<file path="src/source/clkmeas_defines.svh">
// shared widths, register map and reset defaults of the clock monitor, included by RTL and testbench
`ifndef CLKMEAS_DEFINES_SVH
`define CLKMEAS_DEFINES_SVH

// width of the period and high-time counters, in clk_int cycles
`define CLKMEAS_CNT_W 16

// settling periods discarded after enable, reset value of ctrl.skip_count
`define CLKMEAS_SKIP_DEFAULT 4'd2

// shortest period measured without loss
// must stay above the divider latency of 18 cycles
`define CLKMEAS_MIN_PERIOD 20

// wishbone word addresses
`define CLKMEAS_ADR_CTRL   2'd0
`define CLKMEAS_ADR_RESULT 2'd1
`define CLKMEAS_ADR_DUTY   2'd2
`define CLKMEAS_ADR_STATUS 2'd3

// width of the duty fraction, duty = high * 256 / period
`define CLKMEAS_DUTY_W 8

`endif

</file>
<file path="src/source/clkmeas_pkg.sv">
// register and result types of the clock monitor, referenced by scoped name from the RTL
`default_nettype none

`include "clkmeas_defines.svh"

package clkmeas_pkg;

    // CTRL word, enable in bit 0
    typedef struct packed {
        logic [25:0] spare;
        logic [3:0]  skip_count;
        logic        invert;
        logic        enable;
    } ctrl_t;

    // split view of the RESULT word
    typedef struct packed {
        logic [`CLKMEAS_CNT_W-1:0] period;
        logic [`CLKMEAS_CNT_W-1:0] high;
    } result_fields_t;

    // RESULT word
    // raw on the bus side, fields when a measurement is loaded
    typedef union packed {
        logic [31:0]    raw;
        result_fields_t f;
    } result_u;

    // STATUS word, sticky flags in the low bits
    // count sits in the second byte so it reads as a plain byte
    typedef struct packed {
        logic [15:0] spare_hi;
        logic [7:0]  count;
        logic [4:0]  spare_lo;
        logic        missed;
        logic        overflow;
        logic        valid;
    } status_t;

endpackage

`default_nettype wire

</file>
<file path="src/source/meas_if.sv">
// bundle carrying one finished measurement from the duty divider to the register block
`timescale 1ns/1ps
`default_nettype none

`include "clkmeas_defines.svh"

interface meas_if;

    // one-cycle pulse, payload below is stable while it is high
    logic                       valid;
    // one-cycle pulse, a start was dropped while the divider was busy
    logic                       missed;
    // period and high time in clk_int cycles
    logic [`CLKMEAS_CNT_W-1:0]  period;
    logic [`CLKMEAS_CNT_W-1:0]  high;
    // duty as a fraction of 256
    logic [`CLKMEAS_DUTY_W-1:0] duty;

    // divider side
    modport source (
        output valid,
        output missed,
        output period,
        output high,
        output duty
    );

    // register side, no back-pressure
    modport sink (
        input valid,
        input missed,
        input period,
        input high,
        input duty
    );

endinterface

`default_nettype wire

</file>
<file path="src/source/edge_sampler.sv">
// input stage that brings meas_clk into the clk_int domain and turns its edges into pulses
`timescale 1ns/1ps
`default_nettype none

module edge_sampler (
    input  wire  clk_int,
    input  wire  reset,
    input  wire  meas_clk,
    input  wire  invert,
    output logic rise,
    output logic fall
);

    // two-flop synchronizer, meas_clk is asynchronous
    logic sync_ff1;
    logic sync_ff2;
    // previous sample after inversion
    logic level_q;
    // synchronized level with optional inversion
    logic level;

    // invert swaps high and low time, stands in for the old dir setting
    assign level = sync_ff2 ^ invert;

    always_ff @(posedge clk_int) begin
        if (reset) begin
            sync_ff1 <= 1'b0;
            sync_ff2 <= 1'b0;
            level_q  <= 1'b0;
            rise     <= 1'b0;
            fall     <= 1'b0;
        end else begin
            sync_ff1 <= meas_clk;
            sync_ff2 <= sync_ff1;
            level_q  <= level;
            // registered pulses
            // third flop after the raw edge
            rise     <= level & ~level_q;
            fall     <= ~level & level_q;
        end
    end

endmodule

`default_nettype wire

</file>
<file path="src/source/period_counter.sv">
// counts clk_int cycles per meas_clk period and high phase, and hands each settled period on
`timescale 1ns/1ps
`default_nettype none

`include "clkmeas_defines.svh"

module period_counter (
    input  wire                        clk_int,
    input  wire                        reset,
    input  wire                        enable,
    input  wire  [3:0]                 skip_count,
    input  wire                        rise,
    input  wire                        fall,
    output logic                       start,
    output logic [`CLKMEAS_CNT_W-1:0]  period,
    output logic [`CLKMEAS_CNT_W-1:0]  high,
    output logic                       overflow
);

    localparam int CNT_W = `CLKMEAS_CNT_W;

    // cycles since the last rise, 1 in the cycle after it
    logic [CNT_W-1:0] cnt;
    // count captured at the last fall
    logic [CNT_W-1:0] high_lat;
    // a rise has opened the count
    logic             armed;
    // counter stuck at all ones, waiting for a rise
    logic             sat;
    // periods thrown away since enable
    logic [3:0]       skipped;
    logic             settled;

    assign settled = (skipped >= skip_count);

    // start in the cycle of the rise that closes a good period
    assign start  = enable & rise & armed & ~sat & settled;
    assign period = cnt;
    assign high   = high_lat;

    always_ff @(posedge clk_int) begin
        // dropping enable restarts settling
        if (reset || !enable) begin
            cnt      <= '0;
            armed    <= 1'b0;
            sat      <= 1'b0;
            skipped  <= '0;
            overflow <= 1'b0;
        end else begin
            overflow <= 1'b0;
            if (rise) begin
                // every rise opens a fresh period
                cnt   <= CNT_W'(1);
                armed <= 1'b1;
                sat   <= 1'b0;
                // a full period that is still settling is only counted
                if (armed && !sat && !settled) begin
                    skipped <= skipped + 4'd1;
                end
            end else if (armed && !sat) begin
                if (cnt == '1) begin
                    // too slow or stopped
                    // flag once, then wait for the next rise
                    sat      <= 1'b1;
                    overflow <= 1'b1;
                end else begin
                    cnt <= cnt + CNT_W'(1);
                end
            end
        end
    end

    // high time, rise to fall
    always_ff @(posedge clk_int) begin
        if (fall) begin
            high_lat <= cnt;
        end
    end

endmodule

`default_nettype wire

</file>
<file path="src/source/duty_divider.sv">
// serial divider that turns high and period counts into a duty fraction of 256 and publishes it
`timescale 1ns/1ps
`default_nettype none

`include "clkmeas_defines.svh"

module duty_divider (
    input  wire                       clk_int,
    input  wire                       reset,
    input  wire                       start,
    input  wire  [`CLKMEAS_CNT_W-1:0] period,
    input  wire  [`CLKMEAS_CNT_W-1:0] high,
    meas_if.source                    result
);

    localparam int W      = `CLKMEAS_CNT_W;
    localparam int DUTY_W = `CLKMEAS_DUTY_W;
    // step value of the finish cycle, after 16 iterations
    localparam logic [4:0] LAST_STEP = 5'd16;

    logic              busy;
    logic [4:0]        step;
    logic [W-1:0]      per_l;
    logic [W-1:0]      high_l;
    logic [W-1:0]      rem;
    // fraction high / period with 16 bits, top byte is the duty
    logic [W-1:0]      quo;
    logic [DUTY_W-1:0] duty_q;
    logic              valid_q;
    logic              missed_q;
    // shifted remainder minus divisor, msb set when negative
    logic [W+1:0]      trial;

    assign trial = {1'b0, rem, 1'b0} - {2'b00, per_l};

    always_ff @(posedge clk_int) begin
        if (reset) begin
            busy     <= 1'b0;
            step     <= '0;
            valid_q  <= 1'b0;
            missed_q <= 1'b0;
        end else begin
            valid_q  <= 1'b0;
            // no queue, a start during a run is lost
            missed_q <= start & busy;
            if (!busy) begin
                if (start) begin
                    busy <= 1'b1;
                    step <= '0;
                end
            end else if (step == LAST_STEP) begin
                busy    <= 1'b0;
                valid_q <= 1'b1;
            end else begin
                step <= step + 5'd1;
            end
        end
    end

    // restoring shift-subtract
    // high < period, so the integer part is zero and rem starts at high
    always_ff @(posedge clk_int) begin
        if (!busy && start) begin
            per_l  <= period;
            high_l <= high;
            rem    <= high;
            quo    <= '0;
        end else if (busy && step != LAST_STEP) begin
            if (!trial[W+1]) begin
                rem <= trial[W-1:0];
                quo <= {quo[W-2:0], 1'b1};
            end else begin
                rem <= {rem[W-2:0], 1'b0};
                quo <= {quo[W-2:0], 1'b0};
            end
        end else if (busy) begin
            // floor of the 16-bit fraction, then keep the top byte
            duty_q <= quo[W-1 -: DUTY_W];
        end
    end

    assign result.valid  = valid_q;
    assign result.missed = missed_q;
    assign result.period = per_l;
    assign result.high   = high_l;
    assign result.duty   = duty_q;

endmodule

`default_nettype wire

</file>
<file path="src/source/wb_meas_regs.sv">
// wishbone classic slave holding control, last result, duty and sticky status of the monitor
`timescale 1ns/1ps
`default_nettype none

`include "clkmeas_defines.svh"

module wb_meas_regs (
    input  wire         clk_int,
    input  wire         reset,
    input  wire         wb_cyc,
    input  wire         wb_stb,
    input  wire         wb_we,
    input  wire  [1:0]  wb_adr,
    input  wire  [31:0] wb_dat_w,
    input  wire         overflow,
    output logic [31:0] wb_dat_r,
    output logic        wb_ack,
    output logic        enable,
    output logic        invert,
    output logic [3:0]  skip_count,
    meas_if.sink        result
);

    clkmeas_pkg::ctrl_t   ctrl_q;
    clkmeas_pkg::ctrl_t   ctrl_wr;
    clkmeas_pkg::result_u result_q;
    clkmeas_pkg::status_t status_w;
    logic [`CLKMEAS_DUTY_W-1:0] duty_q;

    // sticky flags and wrapping measurement count
    logic       valid_s;
    logic       ovf_s;
    logic       missed_s;
    logic [7:0] meas_cnt;

    // request seen and not yet acked
    logic       req;
    logic       wr_en;
    logic       rd_en;
    logic       status_rd;
    logic [31:0] rd_mux;

    assign req       = wb_cyc & wb_stb & ~wb_ack;
    assign wr_en     = req & wb_we;
    assign rd_en     = req & ~wb_we;
    assign status_rd = rd_en & (wb_adr == `CLKMEAS_ADR_STATUS);

    // spare bits read back as zero
    always_comb begin
        ctrl_wr       = clkmeas_pkg::ctrl_t'(wb_dat_w);
        ctrl_wr.spare = '0;
    end

    always_comb begin
        status_w          = '0;
        status_w.valid    = valid_s;
        status_w.overflow = ovf_s;
        status_w.missed   = missed_s;
        status_w.count    = meas_cnt;
    end

    always_comb begin
        case (wb_adr)
            `CLKMEAS_ADR_CTRL:   rd_mux = ctrl_q;
            `CLKMEAS_ADR_RESULT: rd_mux = result_q.raw;
            `CLKMEAS_ADR_DUTY:   rd_mux = {{(32-`CLKMEAS_DUTY_W){1'b0}}, duty_q};
            default:             rd_mux = status_w;
        endcase
    end

    always_ff @(posedge clk_int) begin
        if (reset) begin
            wb_ack              <= 1'b0;
            ctrl_q              <= '0;
            ctrl_q.skip_count   <= `CLKMEAS_SKIP_DEFAULT;
            valid_s             <= 1'b0;
            ovf_s               <= 1'b0;
            missed_s            <= 1'b0;
            meas_cnt            <= '0;
        end else begin
            // one ack per request, the master drops stb after it
            wb_ack <= req;
            if (wr_en && wb_adr == `CLKMEAS_ADR_CTRL) begin
                ctrl_q <= ctrl_wr;
            end
            // read clears, a new event in the same cycle wins
            if (status_rd) begin
                valid_s  <= 1'b0;
                ovf_s    <= 1'b0;
                missed_s <= 1'b0;
            end
            if (result.valid) begin
                valid_s  <= 1'b1;
                meas_cnt <= meas_cnt + 8'd1;
            end
            if (overflow) begin
                ovf_s <= 1'b1;
            end
            if (result.missed) begin
                missed_s <= 1'b1;
            end
        end
    end

    // result loads the cycle after valid
    always_ff @(posedge clk_int) begin
        if (result.valid) begin
            result_q.f.period <= result.period;
            result_q.f.high   <= result.high;
            duty_q            <= result.duty;
        end
        // read data lines up with the ack
        if (rd_en) begin
            wb_dat_r <= rd_mux;
        end
    end

    assign enable     = ctrl_q.enable;
    assign invert     = ctrl_q.invert;
    assign skip_count = ctrl_q.skip_count;

endmodule

`default_nettype wire

</file>
<file path="src/source/clkmeas_top.sv">
// top level of the clock monitor, meas_clk in and a wishbone classic register port to the host
`timescale 1ns/1ps
`default_nettype none

`include "clkmeas_defines.svh"

module clkmeas_top (
    input  wire         clk_int,
    input  wire         reset,
    input  wire         meas_clk,
    input  wire         wb_cyc,
    input  wire         wb_stb,
    input  wire         wb_we,
    input  wire  [1:0]  wb_adr,
    input  wire  [31:0] wb_dat_w,
    output logic [31:0] wb_dat_r,
    output logic        wb_ack
);

    // control from the register block
    logic                      enable;
    logic                      invert;
    logic [3:0]                skip_count;
    // edge pulses
    logic                      rise;
    logic                      fall;
    // counter to divider
    logic                      start;
    logic [`CLKMEAS_CNT_W-1:0] period;
    logic [`CLKMEAS_CNT_W-1:0] high;
    logic                      overflow;

    // finished measurements, divider to registers
    meas_if meas_bus ();

    edge_sampler u_edge_sampler (
        .clk_int  (clk_int),
        .reset    (reset),
        .meas_clk (meas_clk),
        .invert   (invert),
        .rise     (rise),
        .fall     (fall)
    );

    period_counter u_period_counter (
        .clk_int    (clk_int),
        .reset      (reset),
        .enable     (enable),
        .skip_count (skip_count),
        .rise       (rise),
        .fall       (fall),
        .start      (start),
        .period     (period),
        .high       (high),
        .overflow   (overflow)
    );

    duty_divider u_duty_divider (
        .clk_int (clk_int),
        .reset   (reset),
        .start   (start),
        .period  (period),
        .high    (high),
        .result  (meas_bus.source)
    );

    wb_meas_regs u_wb_meas_regs (
        .clk_int    (clk_int),
        .reset      (reset),
        .wb_cyc     (wb_cyc),
        .wb_stb     (wb_stb),
        .wb_we      (wb_we),
        .wb_adr     (wb_adr),
        .wb_dat_w   (wb_dat_w),
        .overflow   (overflow),
        .wb_dat_r   (wb_dat_r),
        .wb_ack     (wb_ack),
        .enable     (enable),
        .invert     (invert),
        .skip_count (skip_count),
        .result     (meas_bus.sink)
    );

endmodule

`default_nettype wire

</file>
<file path="config.mk">
export PLATFORM = sky130hd
export DESIGN_NAME = clkmeas_top
export DESIGN_NICKNAME = d
export VERILOG_FILES = /design/src/source/clkmeas_pkg.sv /design/src/source/meas_if.sv /design/src/source/edge_sampler.sv /design/src/source/period_counter.sv /design/src/source/duty_divider.sv /design/src/source/wb_meas_regs.sv /design/src/source/clkmeas_top.sv
export VERILOG_INCLUDE_DIRS = /design/src /design/src/source
export SDC_FILE = /design/constraint.sdc
export NUM_CORES = 1
export LEC_CHECK = 0
export ABC_CLOCK_PERIOD_IN_PS = 4200
export BUFFER_PORTS_ARGS = -buffer_cell sky130_fd_sc_hd__buf_2
export CAP_MARGIN = 15
export CORE_UTILIZATION = 55
export DETAILED_ROUTE_END_ITERATION = 7
export PLACE_DENSITY = 0.74
export SETUP_SLACK_MARGIN = 0.05
export SLEW_MARGIN = 10
export SYNTH_ARGS = -nofsm -noshare
export SYNTH_HDL_FRONTEND = slang
export SYNTH_SLANG_ARGS = --single-unit
export TNS_END_PERCENT = 10
</file>
<file path="constraint.sdc">
create_clock -name clk_int -period 4.2 [get_ports clk_int]
set_input_delay 1.26 -clock clk_int [delete_from_list [all_inputs] [get_ports clk_int]]
set_output_delay 1.26 -clock clk_int [all_outputs]
set_load 0.1 [all_outputs]
</file>
==> qor.csv, run 1 <==
stage,metric,value,unit
floorplan,Initial Utilization,0.562,
grt,wire length of the first global-routing pass,27000,um
grt,fraction of met3 tracks used by global routing,0.0318,
cts,clock tree from TritonCTS,done,
critical_path,Critical Path RT,4.42,ns
cts,Clock Root Buffer,clkbuf_16,
yosys,ys async rst share,0,
grt,antenna violations before repair,0,
power,total net switching power,828,uW
placement,post-placement cell count,957,
critical_path,arrival time of data at the critical path endpoint,3.16,ns
route,via/cell ratio,5.56,
power,peak supply drop,0.000358,V
grt,met2 track utilization from global routing,0.354,
timing,Final Setup Violations,0,
outcome,status,"finished, final reports clean",
floorplan,Top Ports,73,
layout,"Cell Count, Final, Fillers Out",995,
route,vias after detailed routing,5534,
timing,slew margin rel.,0.348,
timing,Hold Fails Final Rpt,0,
power,switching power share of the total,0.199,
power,fraction of power consumed by the clock network,0.435,
critical_path,Setup Crit Path Kind,flop to flop,
power,standby leakage power,0.00384,uW
hold_path,Hold/Removal Path Class,flop to flop,
cts,number of H-tree levels,1,
route,drt initial violations,352,
route,WL final,17000,um
timing,RSZ-0062 raised after global routing,no,
timing,final worst-path cycle share,0.699,
timing,Worst Skew,0.0169,ns
grt,all-layer global routing usage,0.211,
layout,Register Area,5730,um2
yosys,Post-synth EDFFs,144,
critical_path,worst-path maximum fanout,18,
grt,overflow left after global routing,0,
yosys,Syn Area/Cell,12.4,um2
yosys,post-synthesis sequential area ratio,0.641,
job,maximum capacitance violations,0,
route,Initial DRT Pass Iterations,7,
grt,via count of the first global-routing pass,5232,
placement,count of input and output buffers,46,
yosys,cell count after synthesis,720,
cts,number of gates resized after CTS,0,
cts,number of sinks handled by clock tree synthesis,214,
cts,insertion delay to the later sink of the worst-skew pair,0.50,ns
route,mean routed wirelength per cell,17.0,um
layout,ratio of cells with drive above 1 in the final layout,0.134,
timing,shortest period the worst path allows,2.94,ns
cts,clock-pin slew on the worst setup and hold paths,0.06,ns
yosys,leading register cell type out of synthesis,edfxtp_1,
critical_path,type of origin of the critical path,flop,
cts,number of buffers added by the clock tree synthesis step,21,
power,Logic pwr share,0.026,
timing,Max Transition Viols Final,0,
yosys,number of distinct library cells after synthesis,69,
floorplan,chip width,129,um
timing,maximum achievable frequency,341,MHz
yosys,Post-Syn Area,8930,um2
layout,area growth from synthesis to layout,11.6,%
cts,count of hold buffers inserted by post-cts repair,0,
grt,met1 track demand over resource,0.288,
cts,clock buffer depth,3,
timing,TNS Setup,0,ns
layout,"Net count, final",829,
yosys,synthesis warning total,0,
layout,final-layout fill cell count,1186,
cts,buffer count from post-CTS setup fixing,0,
route,count of unresolved DRC violations after routing,0,
floorplan,Core Box Area,15900,um2
floorplan,die span in y,129,um
critical_path,capturing element type of the critical path,flop,
floorplan,Die Outline Area,16800,um2
floorplan,floorplan row count,46,
route,Antenna Violating Nets Remaining,0,
power,Internal Power,3330,uW
layout,diode insertion count for antenna repair,0,
layout,area occupied by multi-input gates,2900,um2
placement,final HPWL from detailed placement,11900,um
placement,global placer's final weighted congestion,0.915,
grt,peak-usage layer in the global routing report,met2,
grt,largest net degree at the start of global routing,47,
power,power density over the cells,417,nW/um2
yosys,Synth Register Bits,214,
timing,slew of the pin with the lowest slew margin,0.976,ns
power,sequential group share of total power,0.539,
yosys,net count after synthesis,785,
## synth_stat cells, types with 3 or more instances
| cell | number | share of area |
|---|---|---|
| xnor2_1 | 12 | 0.012 |
| buf_2 | 7 | 0.0039 |
| ha_1 | 24 | 0.034 |
| mux4_2 | 3 | 0.0076 |
| xor2_1 | 22 | 0.022 |
| a21oi_1 | 50 | 0.028 |
| nand3b_1 | 3 | 0.0025 |
| and2_1 | 18 | 0.013 |
| buf_6 | 5 | 0.0063 |
| edfxtp_1 | 144 | 0.48 |
| nor3_1 | 11 | 0.0062 |
| a31oi_1 | 4 | 0.0028 |
| or3_1 | 5 | 0.0035 |
| nor2b_1 | 15 | 0.011 |
| a21o_1 | 7 | 0.0059 |
| o211ai_1 | 5 | 0.0042 |
| mux2i_1 | 28 | 0.031 |
| clkbuf_1 | 14 | 0.0059 |
| dfxtp_1 | 70 | 0.16 |
| nand4_1 | 11 | 0.0077 |
| inv_1 | 32 | 0.013 |
| o21ai_0 | 16 | 0.0090 |
| nor2_1 | 56 | 0.024 |
| nand3_1 | 23 | 0.013 |
| nand2b_1 | 5 | 0.0035 |
| and3_1 | 9 | 0.0063 |
| and4_1 | 4 | 0.0039 |
| nand2_1 | 70 | 0.029 |
## final timing paths
| check | start | to | slack (ns) | cells past startpoint |
|---|---|---|---|---|
| worst max-delay path | u_duty_divider.result.period[10] | u_duty_divider.rem[2] | 1.26 | 8 |
| worst min-delay path | u_edge_sampler.level_q | u_edge_sampler.rise | 0.41 | 1 |
| worst max register to register | u_duty_divider.result.period[10] | u_duty_divider.rem[2] | 1.26 | 8 |
| worst min register to register | u_edge_sampler.level_q | u_edge_sampler.rise | 0.41 | 1 |
## flip-flops by register name, indices dropped and copies added, names as in the netlist, 4 cells and up
register	cells
u_wb_meas_regs.skip_count	4
u_wb_meas_regs.meas_cnt	8
u_wb_meas_regs.result_q	32
u_duty_divider.result.period	16
u_wb_meas_regs.wb_dat_r	32
u_wb_meas_regs.duty_q	8
u_period_counter.period	16
u_duty_divider.quo	16
u_duty_divider.step	5
u_period_counter.high	16
u_duty_divider.rem	16
u_duty_divider.result.duty	8
u_duty_divider.result.high	16
u_period_counter.skipped	4
## layout by cell type, fill, tap and decap left out, drive strengths merged, types with 3 or more instances in the layout
cell type and n:
xor2 22, nand3b 3, dfxtp 70, nand4 11, nand2 71, a31oi 5
nor2 57, nand3 24, nor2b 15, or3 5, a211oi 3, ha 24
a21oi 51, clkbuf 24, mux2i 28, xnor2 12, nand2b 5, buf 52
clkinv 9, and2 18, and4 4, o21ai 19, nor3 11, a21o 7
mux4 3, o211ai 5, and3 9, edfxtp 144, inv 33
## metal layers
layer  vias to the layer above  share of wire
li1                       2674              -
met1                      2665           0.44
met2                       170           0.49
met3                        25          0.056
met4                         0          0.019
met5                         -              0
## cell families (layout without fill, tap and decap cells)
kind of cell	count (synthesis)	count (layout)	share of synthesized area
and+or+nand+nor	243	243	0.136
DFF	214	214	0.641
AOI/OAI and AO/OA	110	110	0.0801
buffers and inverters	63	122	0.0349
xor gates and xnor gates	34	34	0.0333
muxes	31	31	0.0389
adders and majority gates	25	25	0.0359
## area by class of cell
type | count | share of cell area
Clock buffer | 24 | 0.0559
Clock inverter | 14 | 0.0118
Inverter | 32 | 0.0121
Multi-Input combinational cell | 443 | 0.291
Sequential cell | 214 | 0.575
Tap cell | 216 | 0.0271
Timing Repair Buffer | 52 | 0.0276
## per-stage QoR
stage          hold WS, ns  setup WS (ns)  cell area [um2]  utilization  power, uW
6_report             0.414           1.26             9960        0.627       4160
5_1_grt              0.419           1.17             9960        0.627       4280
4_1_cts              0.416           1.32             9960        0.627       4190
3_5_place_dp         0.406           1.25             9290        0.585       2400
3_3_place_gp         0.401           1.30             9290        0.585       2400
2_1_floorplan        0.389          0.789             8930            -       2380
## power by group through the flow
| stage | logic [uW] | clock network, uW | registers (uW) |
|---|---|---|---|
| 2_1_floorplan | 32.3 | 0 | 2340 |
| 3_3_place_gp | 108 | 0 | 2290 |
| 3_5_place_dp | 109 | 0 | 2290 |
| 4_1_cts | 109 | 1840 | 2240 |
| 5_1_grt | 115 | 1920 | 2240 |
| 6_report | 108 | 1810 | 2240 |
## worst max-delay path, stage by stage, from the launching register on
cell and delay, ns:
edfxtp_1 0.41, inv_1 0.06, ha_1 0.48, and4_1 0.29, and3_1 0.19, o21ai_2 0.11
a31oi_4 0.73, mux2i_1 0.29, o21ai_0 0.11
(Power assumes the default switching activity.)
==> run 2: changes to the inputs <==
--- a/config.mk
+++ b/config.mk
@@ -6,12 +6,12 @@
 export SDC_FILE = /design/constraint.sdc
 export NUM_CORES = 1
 export LEC_CHECK = 0
-export ABC_CLOCK_PERIOD_IN_PS = 4200
+export ABC_CLOCK_PERIOD_IN_PS = 2700
 export BUFFER_PORTS_ARGS = -buffer_cell sky130_fd_sc_hd__buf_2
 export CAP_MARGIN = 15
-export CORE_UTILIZATION = 55
+export CORE_UTILIZATION = 54
 export DETAILED_ROUTE_END_ITERATION = 7
-export PLACE_DENSITY = 0.74
+export PLACE_DENSITY = 0.76
 export SETUP_SLACK_MARGIN = 0.05
 export SLEW_MARGIN = 10
 export SYNTH_ARGS = -nofsm -noshare
==> constraint.sdc (replaced) <==
create_clock -name clk_int -period 2.7 [get_ports clk_int]
set_input_delay 0.81 -clock clk_int [delete_from_list [all_inputs] [get_ports clk_int]]
set_output_delay 0.81 -clock clk_int [all_outputs]
set_load 0.1 [all_outputs]
==> run 2 against run 1 <==
Clock skew down 0.0086 ns. Wire length up 3.7%. Final cell count up 1.3%. Clock power up 51%. Global-route usage down 0.14 points. Worst hold slack better by 0.0019 ns. Non-clock buffer count up 14. Sequential share of layout area down 0.52 points. Sequential power up 56%. Fmax up 17%. Die area up 1.8%. Critical endpoint is now u_duty_divider.rem[14].
==> qor.csv, run 2 (same netlist as run 1, synthesis figures left out) <==
stage,metric,value,unit,change
outcome,status,"finished, final reports clean",,
timing,worst-case hold slack,0.416,ns,+0.00191 ns
power,standby leakage power,0.00390,uW,+1.6%
route,drt initial violations,497,,+41%
route,count of unresolved DRC violations after routing,0,,unchanged
layout,diode insertion count for antenna repair,0,,unchanged
timing,Final Setup Violations,0,,unchanged
layout,"leading cell type in the layout, fill and taps excluded",edfxtp_1,,
critical_path,worst-path maximum fanout,3,,-15
route,mean routed wirelength per cell,17.5,um,+2.4%
timing,Hold Fails Final Rpt,0,,unchanged
cts,clock tree from TritonCTS,done,,
grt,all-layer global routing usage,0.210,,-0.00139
route,via/cell ratio,5.65,,+1.6%
critical_path,FF-to-FF setup slack,0.19,ns,-1.07 ns
floorplan,Top Ports,73,,unchanged
cts,count of hold buffers inserted by post-cts repair,0,,unchanged
critical_path,number of gates on the worst path with buffers counted,8,,unchanged
critical_path,cell type of the slowest stage on the worst timing path,fa_1,,
cts,number of gates resized after CTS,0,,unchanged
critical_path,Critical Path RT,2.93,ns,-1.49 ns
floorplan,floorplan row count,46,,unchanged
layout,"Net count, final",843,,+1.7%
cts,number of H-tree levels,1,,unchanged
cts,clock buffer depth,3,,unchanged
power,peak supply drop,0.000365,V,+1.9%
critical_path,arrival time of data at the critical path endpoint,2.73,ns,-0.43 ns
floorplan,Initial Utilization,0.558,,-0.00404
timing,slew of the pin with the lowest slew margin,1.01,ns,+0.0368 ns
hold_path,Hold/Removal Path Class,flop to flop,,
cts,number of buffers added by the clock tree synthesis step,21,,unchanged
cts,insertion delay to the later sink of the worst-skew pair,0.49,ns,about the same
layout,ratio of cells with drive above 1 in the final layout,0.149,,+0.0155
layout,"Design Area, Final",10100,um2,+0.92%
floorplan,Die Outline Area,17100,um2,+1.8%
layout,"commonest cells after routing, fill and taps aside","edfxtp_1, nand2_1, dfxtp_1, nor2_1, a21oi_1",,
route,Antenna Violating Nets Remaining,0,,unchanged
timing,shortest period the worst path allows,2.51,ns,-0.428 ns
critical_path,Crit path max-delay family,compound AO/OA/AOI/OAI gates,,
cts,buffer count from post-CTS setup fixing,0,,unchanged
grt,wire length of the first global-routing pass,27400,um,+1.4%
placement,global placer's final weighted congestion,0.922,,+0.84%
route,WL final,17600,um,+3.7%
critical_path,cell-by-cell listing of the critical path,inv_1 > fa_1 > a21o_1 > a311o_1 > a21oi_1 > o31ai_1 > xnor2_1 > o211ai_1,,
cts,number of sinks handled by clock tree synthesis,214,,unchanged
timing,final worst-path cycle share,0.929,,+0.230
layout,area growth from synthesis to layout,12.6,%,
layout,largest registers in the final layout,"u_wb_meas_regs.result_q: 32 flops, u_wb_meas_regs.wb_dat_r: 32 flops",,
floorplan,Core Box Area,16000,um2,+0.72%
critical_path,worst setup path endpoint,u_duty_divider.rem[14],,
route,vias after detailed routing,5694,,+2.9%
placement,final HPWL from detailed placement,12400,um,+4.0%
grt,largest net degree at the start of global routing,40,,-15%
critical_path,startpoint of the worst register-to-register path,u_duty_divider.result.period[1],,
critical_path,capturing element type of the critical path,flop,,
timing,Worst Skew,0.00823,ns,-0.00864 ns
layout,final-layout fill cell count,1219,,+2.8%
power,total power,6400,uW,+54%
cts,clock-pin slew on the worst setup and hold paths,0.06,ns,about the same
critical_path,worst reg-to-reg path cell count,8,,unchanged
floorplan,chip width,131,um,+0.91%
floorplan,die span in y,131,um,+0.91%
timing,slew margin rel.,0.323,,-0.0246
critical_path,Setup Crit Path Kind,flop to flop,,
cts,Clock Root Buffer,clkbuf_16,,
critical_path,WP buf/inv,1,,unchanged
power,power density over the cells,637,nW/um2,+53%
critical_path,worst setup path start,u_duty_divider.result.period[1],,
grt,antenna violations before repair,0,,unchanged
grt,overflow left after global routing,0,,unchanged
critical_path,maximum cell stage delay along the critical path,0.42,ns,-0.31 ns
critical_path,Worst R2R End,u_duty_divider.rem[14],,
placement,Placed Area,9410,um2,+1.3%
route,Initial DRT Pass Iterations,5,,-2
critical_path,type of origin of the critical path,flop,,
timing,Max Transition Viols Final,0,,unchanged
job,maximum capacitance violations,0,,unchanged
placement,count of input and output buffers,46,,unchanged
timing,TNS Setup,0,ns,unchanged
timing,RSZ-0062 raised after global routing,no,,
timing,maximum achievable frequency,399,MHz,+17%
grt,via count of the first global-routing pass,5359,,+2.4%
## run 2: worst min path at each step
stage,startpoint,endpoint,cells after the start
after global placement,u_edge_sampler.level_q,u_edge_sampler.rise,1
after CTS,u_duty_divider.result.duty[7],u_wb_meas_regs.duty_q[7],0
after detailed placement,u_duty_divider.result.duty[5],u_wb_meas_regs.duty_q[5],0
final,u_duty_divider.result.duty[7],u_wb_meas_regs.duty_q[7],0
after global routing,u_duty_divider.result.duty[7],u_wb_meas_regs.duty_q[7],0
after floorplan,u_edge_sampler.level_q,u_edge_sampler.rise,1
## run 2: metrics by stage
| stage | cells | utilization | setup WS [ns] |
|---|---|---|---|
| 3_3_place_gp | 971 | 0.588 | 0.226 |
| 3_5_place_dp | 971 | 0.588 | 0.202 |
| 4_1_cts | 1008 | 0.628 | 0.172 |
| 6_report | 1008 | 0.628 | 0.192 |
| 2_1_floorplan | 720 | - | 0.256 |
| 5_1_grt | 1008 | 0.628 | 0.0579 |
## run 2: where the power goes
group | leakage (uW) | internal (uW) | switching [uW] | total (uW)
Clock | 0.000319 | 1580 | 1160 | 2740
Sequential | 0.00192 | 3480 | 8.77 | 3490
Combinational | 0.00166 | 38.6 | 134 | 172
## run 2: layout make-up
class / count / area (um2) / share of cell area
flip-flops and latches: 214 / 5730 / 0.570
multi-input cells: 443 / 2900 / 0.288
clock buffers: 28 / 572 / 0.0569
repair buffers: 66 / 393 / 0.0391
well taps: 216 / 270 / 0.0269
inverters: 32 / 120 / 0.0119
clock inverters: 9 / 72.6 / 0.00722
## run 2: metal layers
metal	global-route usage	part of all wire	vias up
met1	0.282	0.42	2757
met5	0	0	-
met4	0.0622	0.019	0
met3	0.0379	0.069	35
li1	-	-	2696
met2	0.350	0.49	206
==> run 3: changes to the inputs <==
--- a/config.mk
+++ b/config.mk
@@ -9,6 +9,7 @@
 export ABC_CLOCK_PERIOD_IN_PS = 2700
 export BUFFER_PORTS_ARGS = -buffer_cell sky130_fd_sc_hd__buf_2
 export CAP_MARGIN = 15
+export CORE_MARGIN = 4
 export CORE_UTILIZATION = 54
 export DETAILED_ROUTE_END_ITERATION = 7
 export PLACE_DENSITY = 0.76
==> run 3 against run 2 <==
Sequential power barely moved. Combinational power barely moved. Design area rose by 0.42%. Flip-flop and latch count did not move. First-iteration DRC count rose by 3.4%. Die area rose by 9.4%. Register-to-register slack got worse by 0.03 ns. Sequential share of layout area fell by 0.24 points. Highest routed layer unchanged. Non-clock buffer count did not move. Utilization barely moved. Critical path type unchanged. Largest cell class unchanged. Worst setup slack got worse by 0.032 ns.
==> qor.csv, run 3 (same netlist as run 1, synthesis figures left out) <==
stage,metric,value,unit,change
grt,peak-usage layer in the global routing report,met2,,
floorplan,Initial Utilization,0.556,,-0.00200
grt,overflow left after global routing,0,,unchanged
critical_path,FF-to-FF setup slack,0.16,ns,-0.03 ns
placement,Placed Area,9420,um2,+0.13%
layout,"leading cell type in the layout, fill and taps excluded",edfxtp_1,,
timing,slew margin rel.,0.388,,+0.0643
grt,all-layer global routing usage,0.187,,-0.0226
layout,"commonest cells after routing, fill and taps aside","edfxtp_1, nand2_1, dfxtp_1, nor2_1, a21oi_1",,
route,count of unresolved DRC violations after routing,0,,unchanged
critical_path,type of origin of the critical path,flop,,
layout,"Net count, final",843,,unchanged
critical_path,capturing element type of the critical path,flop,,
placement,final HPWL from detailed placement,12200,um,-1.8%
route,Antenna Violating Nets Remaining,0,,unchanged
placement,setup slack after placement,0.134,ns,-0.0676 ns
floorplan,die span in y,137,um,+4.6%
timing,slew of the pin with the lowest slew margin,0.917,ns,-0.0963 ns
route,vias after detailed routing,5663,,-0.54%
cts,clock tree from TritonCTS,done,,
layout,ratio of cells with drive above 1 in the final layout,0.148,,-0.00126
grt,fraction of met3 tracks used by global routing,0.0331,,-0.00478
grt,met1 track demand over resource,0.242,,-0.0397
route,mean routed wirelength per cell,17.0,um,-2.8%
layout,diode insertion count for antenna repair,0,,unchanged
cts,buffer count from post-CTS setup fixing,0,,unchanged
grt,met2 track utilization from global routing,0.320,,-0.0291
floorplan,floorplan row count,46,,unchanged
critical_path,Setup Crit Path Kind,flop to flop,,
timing,Worst Skew,0.00760,ns,-0.000629 ns
cts,number of H-tree levels,1,,unchanged
route,via/cell ratio,5.62,,-0.54%
critical_path,Critical Path RT,3.02,ns,+0.09 ns
timing,post-route setup slack,0.161,ns,-0.0316 ns
critical_path,arrival time of data at the critical path endpoint,2.86,ns,+0.13 ns
cts,number of sinks handled by clock tree synthesis,214,,unchanged
timing,Hold Fails Final Rpt,0,,unchanged
route,drt initial violations,514,,+3.4%
critical_path,worst-path maximum fanout,18,,+15
layout,"Design Area, Final",10100,um2,+0.42%
route,Initial DRT Pass Iterations,5,,unchanged
layout,largest registers in the final layout,"u_wb_meas_regs.result_q: 32 flops, u_wb_meas_regs.wb_dat_r: 32 flops",,
grt,via count of the first global-routing pass,5638,,+5.2%
timing,maximum achievable frequency,394,MHz,-1.2%
route,WL final,17100,um,-2.8%
outcome,status,"finished, final reports clean",,
timing,Final Setup Violations,0,,unchanged
cts,count of hold buffers inserted by post-cts repair,0,,unchanged
floorplan,Core Box Area,16100,um2,+0.36%
timing,final worst-path cycle share,0.941,,+0.0117
grt,wire length of the first global-routing pass,27800,um,+1.4%
power,standby leakage power,0.00391,uW,+0.38%
cts,insertion delay to the later sink of the worst-skew pair,0.48,ns,about the same
cts,clock buffer depth,3,,unchanged
cts,Clock Root Buffer,clkbuf_16,,
cts,clock-pin slew on the worst setup and hold paths,0.06,ns,about the same
hold_path,Hold/Removal Path Class,flop to flop,,
placement,global placer's final weighted congestion,0.966,,+4.8%
cts,number of buffers added by the clock tree synthesis step,21,,unchanged
layout,area growth from synthesis to layout,13.1,%,
job,maximum capacitance violations,0,,unchanged
timing,Max Transition Viols Final,0,,unchanged
floorplan,chip width,137,um,+4.6%
timing,shortest period the worst path allows,2.54,ns,+0.0316 ns
floorplan,Top Ports,73,,unchanged
grt,largest net degree at the start of global routing,37,,-7.5%
power,power density over the cells,641,nW/um2,+0.69%
timing,worst-case hold slack,0.411,ns,-0.00461 ns
timing,RSZ-0062 raised after global routing,no,,
timing,TNS Setup,0,ns,unchanged
placement,count of input and output buffers,46,,unchanged
grt,antenna violations before repair,0,,unchanged
floorplan,Die Outline Area,18700,um2,+9.4%
layout,fin util,0.629,,about the same
power,peak supply drop,0.000407,V,+12%
## run 3: worst max-delay path, stage by stage, from the launching register on
cell and delay (ns):
edfxtp_1 0.41, inv_1 0.06, ha_1 0.36, a21oi_1 0.27, o21ai_2 0.14, a21oi_2 0.26, a31oi_4 0.13, buf_12 0.19
or3b_2 0.45, o211ai_1 0.11
## run 3: power breakdown
group | internal (uW) | total (uW) | switching (uW)
clock | 1700 | 2810 | 1110
combinational | 40.1 | 175 | 135
sequential | 3480 | 3490 | 8.64
total | 5220 | 6470 | 1260
## run 3: final cells by class
type	instances	area [um2]
clock buffer	27	578
clock inverter	10	96.3
timing repair buffer	66	405
multi-input combinational	443	2900
fill	1151	5960
tap	216	270
sequential	214	5730
inverter	32	120
## run 3: path summary, 6_finish.rpt
path,start,endpoint,cells after the start
setup / recovery,u_duty_divider.result.period[8],u_duty_divider.rem[15],9
hold reg to reg,u_duty_divider.result.high[11],u_wb_meas_regs.result_q[11],0
hold / removal,u_duty_divider.result.high[11],u_wb_meas_regs.result_q[11],0
setup reg to reg,u_duty_divider.result.period[8],u_duty_divider.rem[15],9
## run 3: layer usage
layer  wire length, um  vias up
met5                 0        -
met4               387        0
li1                  -     2709
met3              1170       34
met2              8430      224
met1              7120     2696
## run 3: per-stage QoR
stage | cells | total power, uW
after floorplan | 720 | 3700
after CTS | 1008 | 6530
after global placement | 971 | 3730
after global routing | 1008 | 6680
after detailed placement | 971 | 3740
final | 1008 | 6470
## run 3: repair_timing
| action | CTS | global route |
|---|---|---|
| setup endpoints to repair | 0 | 3 |
| gates resized for setup | 0 | 1 |
| endpoints found under the hold margin | 0 | 0 |
